File: config.mk
export PLATFORM = sky130hd
export DESIGN_NAME = pacc_top
export DESIGN_NICKNAME = d
export VERILOG_FILES = /design/src/common/kyber_arith_pkg.sv /design/src/common/pacc_map_pkg.sv /design/src/poly_acc/row_sequencer.sv /design/src/poly_acc/coeff_mac.sv /design/src/poly_acc/beat_packer.sv /design/src/pacc_top.sv
export SDC_FILE = /design/constraint.sdc
export NUM_CORES = 2
export LEC_CHECK = 0
export BUFFER_PORTS_ARGS = -buffer_cell sky130_fd_sc_hd__buf_2
export CAP_MARGIN = 20
export CORE_MARGIN = 2
export CORE_UTILIZATION = 45
export DETAILED_ROUTE_END_ITERATION = 6
export GPL_TIMING_DRIVEN = 0
export MAX_ROUTING_LAYER = met4
export PLACE_DENSITY = 0.72
export REMOVE_ABC_BUFFERS = 1
export SYNTH_ARGS = -nofsm -noshare
export SYNTH_HDL_FRONTEND = slang
export SYNTH_SLANG_ARGS = --single-unit
File: constraint.sdc
create_clock -name clk -period 20.7 [get_ports clk]
set_clock_uncertainty 0.2 [all_clocks]
set_input_delay 4.14 -clock clk [delete_from_list [all_inputs] [get_ports clk]]
set_output_delay 4.14 -clock clk [all_outputs]
set_load 0.005 [all_outputs]
File: src/common/kyber_arith_pkg.sv
`default_nettype none

package kyber_arith_pkg;

  ////////////////////////////////////////////////////////////////////////////
  // Ring parameters
  ////////////////////////////////////////////////////////////////////////////

  // Prime modulus of the Kyber ring
  localparam int KYBER_Q = 3329;
  // Coefficients in one polynomial
  localparam int KYBER_N = 256;
  localparam int IDX_W = $clog2(KYBER_N);

  // Reduced coefficient as stored in memory
  localparam int COEFF_W = 12;
  // Coefficient slot in an output beat
  localparam int OUT_COEFF_W = 16;
  // Full product of two reduced coefficients
  localparam int PROD_W = 2 * COEFF_W;

  typedef logic [COEFF_W-1:0] coeff_t;
  typedef logic [IDX_W-1:0]   coeff_idx_t;

  ////////////////////////////////////////////////////////////////////////////
  // Barrett reduction
  ////////////////////////////////////////////////////////////////////////////

  // Products stay below q*q < 2**24
  localparam int BARRETT_SHIFT = 24;
  // floor(2**24 / q), quotient estimate is low by at most one
  localparam int BARRETT_M = (1 << BARRETT_SHIFT) / KYBER_Q;
  localparam int BARRETT_M_W = $clog2(BARRETT_M + 1);

endpackage

`default_nettype wire

File: src/common/pacc_map_pkg.sv
`default_nettype none

package pacc_map_pkg;
  import kyber_arith_pkg::*;

  ////////////////////////////////////////////////////////////////////////////
  // Job and controller encodings
  ////////////////////////////////////////////////////////////////////////////

  // Encryption 0, decryption 1
  typedef enum logic {
    PACC_ENC = 1'b0,
    PACC_DEC = 1'b1
  } pacc_mode_e;

  typedef enum logic [2:0] {
    SEQ_IDLE  = 3'd0,
    SEQ_FETCH = 3'd1,
    SEQ_FLUSH = 3'd2,
    SEQ_DRAIN = 3'd3,
    SEQ_DONE  = 3'd4
  } seq_state_e;

  ////////////////////////////////////////////////////////////////////////////
  // Output beats and write address map
  ////////////////////////////////////////////////////////////////////////////

  localparam int BEAT_W = 128;
  localparam int COEFFS_PER_BEAT = 8;
  localparam int BEATS_PER_POLY = 32;
  localparam int BEAT_IDX_W = $clog2(BEATS_PER_POLY);
  localparam int WR_ADDR_W = 8;
  // V in encryption, Mp in decryption
  localparam int V_BASE = 128;
  // Bp row r lands at r * 32
  localparam int BP_STRIDE = 32;

  ////////////////////////////////////////////////////////////////////////////
  // Widths derived from the vector length
  ////////////////////////////////////////////////////////////////////////////

  // Row index, rows 0..K
  function automatic int row_w(int k);
    return $clog2(k + 1);
  endfunction

  // Row memory holds (K+1)*K polynomials
  function automatic int a_addr_w(int k);
    return $clog2((k + 1) * k * KYBER_N);
  endfunction

  // Shared NTT vector holds K polynomials
  function automatic int b_addr_w(int k);
    return $clog2(k * KYBER_N);
  endfunction

endpackage

`default_nettype wire

File: src/poly_acc/row_sequencer.sv
`timescale 1ns/100ps
`default_nettype none

module row_sequencer
  import kyber_arith_pkg::*;
  import pacc_map_pkg::*;
#(
  parameter int KYBER_K = 2,
  localparam int ROW_W = row_w(KYBER_K),
  localparam int A_ADDR_W = a_addr_w(KYBER_K),
  localparam int B_ADDR_W = b_addr_w(KYBER_K),
  localparam int K_W = (KYBER_K > 1) ? $clog2(KYBER_K) : 1
) (
  input  wire logic             clk,
  input  wire logic             rst_n,
  input  wire logic             i_start,
  input  wire pacc_mode_e       i_mode,
  input  wire logic             i_mac_idle,
  input  wire logic             i_drain_done,
  output logic                  o_busy,
  output logic                  o_done,
  output logic                  o_rd_en,
  output logic [A_ADDR_W-1:0]   o_a_addr,
  output logic [B_ADDR_W-1:0]   o_b_addr,
  output logic                  o_mac_valid,
  output coeff_idx_t            o_mac_idx,
  output logic                  o_mac_first,
  output logic                  o_drain_start,
  output logic [ROW_W-1:0]      o_row
);

  seq_state_e       state_q;
  pacc_mode_e       mode_q;
  logic [ROW_W-1:0] row_q;
  logic [K_W-1:0]   k_q;
  coeff_idx_t       coeff_q;
  logic             last_row;
  logic             last_read;

  // Decryption stops after row 0, encryption after row K
  assign last_row = (mode_q == PACC_DEC) || (row_q == ROW_W'(KYBER_K));
  // Final coefficient of the final polynomial in the row
  assign last_read = (k_q == K_W'(KYBER_K - 1)) &&
                     (coeff_q == coeff_idx_t'(KYBER_N - 1));

  ////////////////////////////////////////////////////////////////////////////
  // Job and row FSM
  ////////////////////////////////////////////////////////////////////////////

  always_ff @(posedge clk or negedge rst_n) begin
    if (!rst_n) begin
      state_q       <= SEQ_IDLE;
      mode_q        <= PACC_ENC;
      row_q         <= '0;
      k_q           <= '0;
      coeff_q       <= '0;
      o_drain_start <= 1'b0;
    end else begin
      o_drain_start <= 1'b0;
      case (state_q)
        SEQ_IDLE: begin
          // Start only sampled here, so a start while busy is dropped
          if (i_start) begin
            mode_q  <= i_mode;
            row_q   <= '0;
            k_q     <= '0;
            coeff_q <= '0;
            state_q <= SEQ_FETCH;
          end
        end
        SEQ_FETCH: begin
          // One coefficient pair per cycle, coefficient index wraps at N
          coeff_q <= coeff_q + 1'b1;
          if (coeff_q == coeff_idx_t'(KYBER_N - 1)) begin
            k_q <= k_q + 1'b1;
          end
          if (last_read) begin
            k_q     <= '0;
            state_q <= SEQ_FLUSH;
          end
        end
        SEQ_FLUSH: begin
          // Last products still in the MAC pipe
          if (i_mac_idle) begin
            o_drain_start <= 1'b1;
            state_q       <= SEQ_DRAIN;
          end
        end
        SEQ_DRAIN: begin
          if (i_drain_done) begin
            if (last_row) begin
              state_q <= SEQ_DONE;
            end else begin
              row_q   <= row_q + 1'b1;
              state_q <= SEQ_FETCH;
            end
          end
        end
        SEQ_DONE: begin
          state_q <= SEQ_IDLE;
        end
        default: begin
          state_q <= SEQ_IDLE;
        end
      endcase
    end
  end

  ////////////////////////////////////////////////////////////////////////////
  // Outputs
  ////////////////////////////////////////////////////////////////////////////

  assign o_busy  = (state_q != SEQ_IDLE);
  // One cycle, right after the last beat leaves
  assign o_done  = (state_q == SEQ_DONE);
  assign o_rd_en = (state_q == SEQ_FETCH);

  // Row memory: row*K*N + k*N + coefficient
  assign o_a_addr = A_ADDR_W'((row_q * KYBER_K + k_q) * KYBER_N + coeff_q);
  // Shared vector: k*N + coefficient
  assign o_b_addr = B_ADDR_W'(k_q * KYBER_N + coeff_q);

  // MAC tags travel with the read
  assign o_mac_valid = o_rd_en;
  assign o_mac_idx   = coeff_q;
  assign o_mac_first = (k_q == '0);
  assign o_row       = row_q;

  // A fetch pass opens only on an empty MAC pipe
  a_fetch_on_idle_pipe : assert property (@(posedge clk) disable iff (!rst_n)
    $rose(o_rd_en) |-> $past(i_mac_idle));

endmodule

`default_nettype wire

File: src/poly_acc/coeff_mac.sv
`timescale 1ns/100ps
`default_nettype none

module coeff_mac
  import kyber_arith_pkg::*;
  import pacc_map_pkg::*;
(
  input  wire logic                    clk,
  input  wire logic                    rst_n,
  input  wire logic                    i_valid,
  input  wire coeff_idx_t              i_idx,
  input  wire logic                    i_first,
  input  wire coeff_t                  i_a,
  input  wire coeff_t                  i_b,
  input  wire logic [BEAT_IDX_W-1:0]   i_acc_rd_addr,
  output logic                         o_idle,
  output coeff_t [COEFFS_PER_BEAT-1:0] o_acc_rd_data
);

  localparam int BANK_W = $clog2(COEFFS_PER_BEAT);
  localparam int WIDE_W = PROD_W + BARRETT_M_W;
  localparam int R_W = COEFF_W + 2;

  // Stage valids
  logic s1_v;
  logic s2_v;
  logic s3_v;

  // Index and first-pass tags per stage
  coeff_idx_t s1_idx;
  coeff_idx_t s2_idx;
  coeff_idx_t s3_idx;
  logic       s1_first;
  logic       s2_first;
  logic       s3_first;

  logic [PROD_W-1:0] s2_prod;
  coeff_t            s3_red;
  coeff_t            s3_old;

  // Barrett path
  logic [WIDE_W-1:0]      bar_wide;
  logic [BARRETT_M_W-1:0] bar_quot;
  logic [PROD_W-1:0]      bar_tq;
  logic [R_W-1:0]         bar_r;
  coeff_t                 bar_red;

  logic [COEFF_W:0] acc_sum;
  coeff_t           acc_wr_val;

  // Bank = idx low bits, so one beat reads all 8 banks at once
  coeff_t acc_mem [COEFFS_PER_BEAT][BEATS_PER_POLY];

  ////////////////////////////////////////////////////////////////////////////
  // Pipeline control
  ////////////////////////////////////////////////////////////////////////////

  always_ff @(posedge clk or negedge rst_n) begin
    if (!rst_n) begin
      s1_v <= 1'b0;
      s2_v <= 1'b0;
      s3_v <= 1'b0;
    end else begin
      s1_v <= i_valid;
      s2_v <= s1_v;
      s3_v <= s2_v;
    end
  end

  // Nothing in flight, including the read just issued
  assign o_idle = !(i_valid || s1_v || s2_v || s3_v);

  ////////////////////////////////////////////////////////////////////////////
  // Datapath
  ////////////////////////////////////////////////////////////////////////////

  // Product times floor(2**24/q), shifted down gives the quotient
  assign bar_wide = s2_prod * BARRETT_M_W'(BARRETT_M);
  assign bar_quot = bar_wide[BARRETT_SHIFT +: BARRETT_M_W];
  assign bar_tq   = PROD_W'(bar_quot * KYBER_Q);
  // Remainder below 2q
  assign bar_r    = R_W'(s2_prod - bar_tq);
  assign bar_red  = (bar_r >= R_W'(KYBER_Q)) ? coeff_t'(bar_r - R_W'(KYBER_Q))
                                             : coeff_t'(bar_r);

  // Later passes add onto the stored partial sum
  assign acc_sum = s3_red + s3_old;
  assign acc_wr_val = s3_first ? s3_red :
                      (acc_sum >= (COEFF_W + 1)'(KYBER_Q)) ?
                      coeff_t'(acc_sum - (COEFF_W + 1)'(KYBER_Q)) : coeff_t'(acc_sum);

  always_ff @(posedge clk) begin
    // Stage 1 lines up with the memory data
    s1_idx   <= i_idx;
    s1_first <= i_first;
    // Stage 2 holds the raw product
    s2_idx   <= s1_idx;
    s2_first <= s1_first;
    s2_prod  <= i_a * i_b;
    // Stage 3 holds reduction and old value
    s3_idx   <= s2_idx;
    s3_first <= s2_first;
    s3_red   <= bar_red;
    s3_old   <= acc_mem[s2_idx[BANK_W-1:0]][s2_idx[IDX_W-1:BANK_W]];
  end

  // Same index returns only N cycles later, no write hazard
  always_ff @(posedge clk) begin
    if (s3_v) begin
      acc_mem[s3_idx[BANK_W-1:0]][s3_idx[IDX_W-1:BANK_W]] <= acc_wr_val;
    end
  end

  // Beat read for the packer, one cycle latency
  always_ff @(posedge clk) begin
    for (int j = 0; j < COEFFS_PER_BEAT; j++) begin
      o_acc_rd_data[j] <= acc_mem[j][i_acc_rd_addr];
    end
  end

  // Written value stays in [0,q) across all passes
  a_wr_below_q : assert property (@(posedge clk) disable iff (!rst_n)
    s3_v |-> (acc_wr_val < coeff_t'(KYBER_Q)));

endmodule

`default_nettype wire

File: src/poly_acc/beat_packer.sv
`timescale 1ns/100ps
`default_nettype none

module beat_packer
  import kyber_arith_pkg::*;
  import pacc_map_pkg::*;
#(
  parameter int KYBER_K = 2,
  parameter int INIT_CREDITS = 4,
  localparam int ROW_W = row_w(KYBER_K),
  localparam int CREDIT_W = $clog2(INIT_CREDITS + 1)
) (
  input  wire logic                         clk,
  input  wire logic                         rst_n,
  input  wire logic                         i_drain_start,
  input  wire logic [ROW_W-1:0]             i_row,
  input  wire coeff_t [COEFFS_PER_BEAT-1:0] i_acc_rd_data,
  input  wire logic                         i_credit_return,
  output logic [BEAT_IDX_W-1:0]             o_acc_rd_addr,
  output logic                              o_drain_done,
  output logic                              o_wr_valid,
  output logic [WR_ADDR_W-1:0]              o_wr_addr,
  output logic [BEAT_W-1:0]                 o_wr_data
);

  logic                  active_q;
  logic [BEAT_IDX_W-1:0] rd_beat_q;
  // Read issued last cycle, data now on i_acc_rd_data
  logic                  rd_v_q;
  logic [BEAT_IDX_W-1:0] rd_beat_d1;
  logic [WR_ADDR_W-1:0]  base_q;
  logic [CREDIT_W-1:0]   credit_q;
  logic [CREDIT_W-1:0]   in_flight;
  logic                  issue;

  // Beats read but not yet sent
  assign in_flight = CREDIT_W'(rd_v_q) + CREDIT_W'(o_wr_valid);
  // Read only when a credit is free for it, so the pipe never stalls
  assign issue = active_q && (credit_q > in_flight);
  assign o_acc_rd_addr = rd_beat_q;
  // Bases are multiples of 32, low bits give the beat index
  assign o_drain_done = o_wr_valid && (o_wr_addr[BEAT_IDX_W-1:0] == '1);

  ////////////////////////////////////////////////////////////////////////////
  // Beat counter and credits
  ////////////////////////////////////////////////////////////////////////////

  always_ff @(posedge clk or negedge rst_n) begin
    if (!rst_n) begin
      active_q   <= 1'b0;
      rd_beat_q  <= '0;
      rd_v_q     <= 1'b0;
      o_wr_valid <= 1'b0;
      credit_q   <= CREDIT_W'(INIT_CREDITS);
    end else begin
      if (i_drain_start) begin
        active_q  <= 1'b1;
        rd_beat_q <= '0;
      end else if (issue) begin
        rd_beat_q <= rd_beat_q + 1'b1;
        if (rd_beat_q == '1) begin
          active_q <= 1'b0;
        end
      end
      rd_v_q     <= issue;
      o_wr_valid <= rd_v_q;
      // Sent beat takes one, sink pulse gives one back
      credit_q   <= credit_q - CREDIT_W'(o_wr_valid) + CREDIT_W'(i_credit_return);
    end
  end

  ////////////////////////////////////////////////////////////////////////////
  // Address and data
  ////////////////////////////////////////////////////////////////////////////

  always_ff @(posedge clk) begin
    // Row 0 is V or Mp, others are Bp rows
    if (i_drain_start) begin
      base_q <= (i_row == '0) ? WR_ADDR_W'(V_BASE) : WR_ADDR_W'(BP_STRIDE * i_row);
    end
    rd_beat_d1 <= rd_beat_q;
    if (rd_v_q) begin
      o_wr_addr <= base_q + WR_ADDR_W'(rd_beat_d1);
      // Coefficient 0 in the low slot, zero-extended
      for (int j = 0; j < COEFFS_PER_BEAT; j++) begin
        o_wr_data[j*OUT_COEFF_W +: OUT_COEFF_W] <= OUT_COEFF_W'(i_acc_rd_data[j]);
      end
    end
  end

  a_valid_has_credit : assert property (@(posedge clk) disable iff (!rst_n)
    o_wr_valid |-> (credit_q != '0));

  // Sink never returns more than it was sent
  a_credit_bound : assert property (@(posedge clk) disable iff (!rst_n)
    credit_q <= CREDIT_W'(INIT_CREDITS));

endmodule

`default_nettype wire

File: src/pacc_top.sv
`timescale 1ns/100ps
`default_nettype none

module pacc_top
  import kyber_arith_pkg::*;
  import pacc_map_pkg::*;
#(
  parameter int KYBER_K = 2,
  parameter int INIT_CREDITS = 4,
  localparam int ROW_W = row_w(KYBER_K),
  localparam int A_ADDR_W = a_addr_w(KYBER_K),
  localparam int B_ADDR_W = b_addr_w(KYBER_K)
) (
  input  wire logic                 clk,
  input  wire logic                 rst_n,
  input  wire logic                 i_start,
  input  wire pacc_mode_e           i_mode,
  input  wire coeff_t               i_a_data,
  input  wire coeff_t               i_b_data,
  input  wire logic                 i_credit_return,
  output logic                      o_busy,
  output logic                      o_done,
  output logic                      o_rd_en,
  output logic [A_ADDR_W-1:0]       o_a_addr,
  output logic [B_ADDR_W-1:0]       o_b_addr,
  output logic                      o_wr_valid,
  output logic [WR_ADDR_W-1:0]      o_wr_addr,
  output logic [BEAT_W-1:0]         o_wr_data
);

  // Sequencer to MAC, aligned with the read enable
  logic       mac_valid;
  coeff_idx_t mac_idx;
  logic       mac_first;
  logic       mac_idle;

  // Sequencer to packer handshake
  logic             drain_start;
  logic             drain_done;
  logic [ROW_W-1:0] row;

  // Packer reads the accumulator one beat at a time
  logic [BEAT_IDX_W-1:0]             acc_rd_addr;
  coeff_t [COEFFS_PER_BEAT-1:0]      acc_rd_data;

  row_sequencer #(
    .KYBER_K (KYBER_K)
  ) u_row_sequencer (
    .clk           (clk),
    .rst_n         (rst_n),
    .i_start       (i_start),
    .i_mode        (i_mode),
    .i_mac_idle    (mac_idle),
    .i_drain_done  (drain_done),
    .o_busy        (o_busy),
    .o_done        (o_done),
    .o_rd_en       (o_rd_en),
    .o_a_addr      (o_a_addr),
    .o_b_addr      (o_b_addr),
    .o_mac_valid   (mac_valid),
    .o_mac_idx     (mac_idx),
    .o_mac_first   (mac_first),
    .o_drain_start (drain_start),
    .o_row         (row)
  );

  coeff_mac u_coeff_mac (
    .clk           (clk),
    .rst_n         (rst_n),
    .i_valid       (mac_valid),
    .i_idx         (mac_idx),
    .i_first       (mac_first),
    .i_a           (i_a_data),
    .i_b           (i_b_data),
    .i_acc_rd_addr (acc_rd_addr),
    .o_idle        (mac_idle),
    .o_acc_rd_data (acc_rd_data)
  );

  beat_packer #(
    .KYBER_K      (KYBER_K),
    .INIT_CREDITS (INIT_CREDITS)
  ) u_beat_packer (
    .clk             (clk),
    .rst_n           (rst_n),
    .i_drain_start   (drain_start),
    .i_row           (row),
    .i_acc_rd_data   (acc_rd_data),
    .i_credit_return (i_credit_return),
    .o_acc_rd_addr   (acc_rd_addr),
    .o_drain_done    (drain_done),
    .o_wr_valid      (o_wr_valid),
    .o_wr_addr       (o_wr_addr),
    .o_wr_data       (o_wr_data)
  );

endmodule

`default_nettype wire

==> run_results.csv <==
group,metric,value,unit
timing,timing.fmax,94.1,MHz
setup_path,crit_start,"u_coeff_mac.s2_prod[20]",
flow_run,cap_violations,0,
global_routing,grt_pass1_wl,767000,um
timing,worst_slack,10080,ps
setup_path,regToRegEndpoint,"u_coeff_mac.s3_red[2]",
floorplan,dieHeight,604,um
clock_network,postCtsSetupBuffers,0,
timing,slew_headroom,8.77,%
clock_network,insertion_delay,990,ps
layout,final_area,187000,sq um
min_path,hp-class,"register to register",
layout,nets,8716,
timing,worst_pin_slew,1370,ps
logic_synthesis,ys.flop_type,"edfxtp_1",
global_routing,overflow,0,
global_routing,grt_max_degree,83,
clock_network,clk_pin_slew,60,ps
setup_path,startpoint_type,"register",
global_routing,antenna_found_initial,105,
status,outcome,"completed",
clock_network,cts_inserted_buffers,354,
detailed_routing,drc,0,
clock_network,cts_sinks,3385,
clock_network,cts_tree,"done",
timing,period_share,51.3,%
setup_path,r2r_setup_slack,10080,ps
clock_network,post_cts_resized,0,
layout,drive_gt1_share,41.0,%
global_routing,grt_use_total,32.2,%
timing,slew_viol_final,0,
floorplan,die_area,365000,sq um
setup_path,critPathCaptureType,"register",
layout,fin_util,52.2,%
logic_synthesis,syn_area,162000,sq um
layout,area_growth_syn_to_layout,15.7,%
floorplan,start_util,45.1,%
logic_synthesis,synth-async-reset-ratio,0.886,%
placed_design,dpl_cell_area,175000,sq um
detailed_routing,routed_wl,573000,um
detailed_routing,ant_nets,0,
floorplan,placementRows,220,
timing,rsz0062_at_grt,"false",
detailed_routing,dr.pass1.iters,7,
detailed_routing,vias,92500,
setup_path,crit_path_end,"u_coeff_mac.s3_red[2]",
placed_design,dp_hpwl,434000,um
detailed_routing,vias_per_cell,6.94,
setup_path,path_max_fanout,13,
placed_design,place.port_buffers,156,
logic_synthesis,synth.avg_cell_area,20.8,sq um
logic_synthesis,synth_edf_count,3179,
clock_network,cts_root_buf,"clkbuf_16",
setup_path,required,21330,ps
logic_synthesis,yosysSeqAreaShare,61.6,%
clock_network,cts_hold_buf,0,
timing,setup_viol,0,
floorplan,ios,189,
setup_path,r2r_cells,32,
logic_synthesis,yosys.cell_types.count,78,
timing,hold_viol_final,0,
setup_path,cp_slowest_stage_delay,810,ps
detailed_routing,initialDrtViolationCount,16600,
setup_path,arrival,11260,ps
min_path,hold_depth,0,
placed_design,globalplace.congestion,1.04,
clock_network,cts_max_level,5,
logic_synthesis,ys_seq_elements,3385,
layout,mostFrequentLayoutCells,"edfxtp_1 (3179), mux4_2 (1980), clkbuf_16 (365)",
logic_synthesis,synthCells,7791,
clock_network,cts_buffer_depth,4,
floorplan,core_area,359000,sq um
placed_design,place_ws,10230,ps
detailed_routing,routedWlPerCell,43.0,um
setup_path,worstSetupPathType,"register to register",
global_routing,grt_pass1_vias,89200,
timing,min_period,10620,ps
setup_path,crit_top_cell,"fa_1",
logic_synthesis,ys.warnings.count,0,
setup_path,slowest_stage,"a31oi_1",
layout,layout_commonest_cell,"edfxtp_1",
layout,n_fill_cell,27000,
floorplan,die_w,604,um
setup_path,r2r_start,"u_coeff_mac.s2_prod[20]",
## Yosys cell counts, types with 10 or more instances
master	instances	share of area [%]
dfxtp_1	176	2.2
nor2b_1	11	0.043
fa_1	237	2.9
buf_1	69	0.16
a21o_1	14	0.065
buf_4	42	0.19
edfxtp_1	3179	59
o21ai_0	51	0.16
nor3_1	22	0.068
o21a_1	10	0.046
inv_1	327	0.76
xor2_1	19	0.10
buf_2	54	0.17
and2_1	52	0.20
xnor2_1	67	0.36
nor2_1	301	0.70
clkbuf_1	388	0.90
mux2_2	97	0.67
and3_1	10	0.039
nand2_1	193	0.45
a21oi_1	56	0.17
nand3_1	20	0.062
ha_1	250	1.9
mux4_2	1980	28
dfrtp_1	29	0.45
## through the flow
stage	TNS [ps]	hold slack, ps	std cells
after floorplan	-1214960	110	7267
after global placement	-	115	12200
after detailed placement	0	113	12600
after CTS	0	125	13300
after global routing	0	128	13300
final	0	124	13300
## routing by layer
layer	vias to the layer above	track usage, %	share of wire (%)
met5	-	-	0
met4	0	24.6	9.5
met3	1475	9.67	14
met2	8089	46.4	45
met1	49100	38.2	32
li1	33800	-	-
## worst max-delay path, delay by kind of cell, from the launching register on
kind | cells | cell delay (ps)
buffers and inverters | 6 | 480
adder cells (fa/ha/maj) | 10 | 4500
AO/OA/AOI/OAI | 6 | 1940
flip-flops | 1 | 490
XOR/XNOR | 4 | 1160
AND/OR/NAND/NOR | 6 | 1700
## final cells by class
class	count	area [sq um]	share of cell area, %
sequential	3385	99800	53.3
clock inverter	201	2180	1.17
multi-input combinational	3554	59500	31.8
inverter	328	1230	0.657
timing repair buffer	577	8840	4.72
clock buffer	440	9540	5.09
tap	4773	5970	3.19
antenna	79	198	0.106
## flip-flops by register name, summed over array words and instances, names as in the netlist, 8 cells and up
signal                     cells
u_beat_packer.o_wr_addr        8
u_coeff_mac.s3_old            12
u_beat_packer.o_wr_data       96
u_row_sequencer.o_mac_idx      8
u_coeff_mac.o_acc_rd_data     96
u_coeff_mac.acc_mem         3072
u_coeff_mac.s1_idx             8
u_coeff_mac.s2_idx             8
u_coeff_mac.s3_red            12
u_coeff_mac.s3_idx             8
u_coeff_mac.s2_prod           24
## cell families after synthesis
family	synth area share (%)
simple gates	1.82
xor+xnor	0.479
fa+ha+maj	4.86
compound gates	0.794
other cells	0.00232
mux	28.3
buf+inv	2.20
flops	61.6
## how the worst min path moves through the flow
stage | endpoint | startpoint | slack (ps)
floorplan | u_coeff_mac.s2_first | u_coeff_mac.s1_first | 110
global placement | u_coeff_mac.s2_idx[1] | u_coeff_mac.s1_idx[1] | 120
finish | u_coeff_mac.s2_idx[0] | u_coeff_mac.s1_idx[0] | 120
global route | u_coeff_mac.s2_idx[1] | u_coeff_mac.s1_idx[1] | 130
CTS | u_coeff_mac.s2_idx[0] | u_coeff_mac.s1_idx[0] | 130
detailed placement | u_coeff_mac.s2_idx[0] | u_coeff_mac.s1_idx[0] | 110
Power is left out: the tool's default activity adds up to more than one toggle a clock period on the data nets, which glitch-free logic cannot reach.
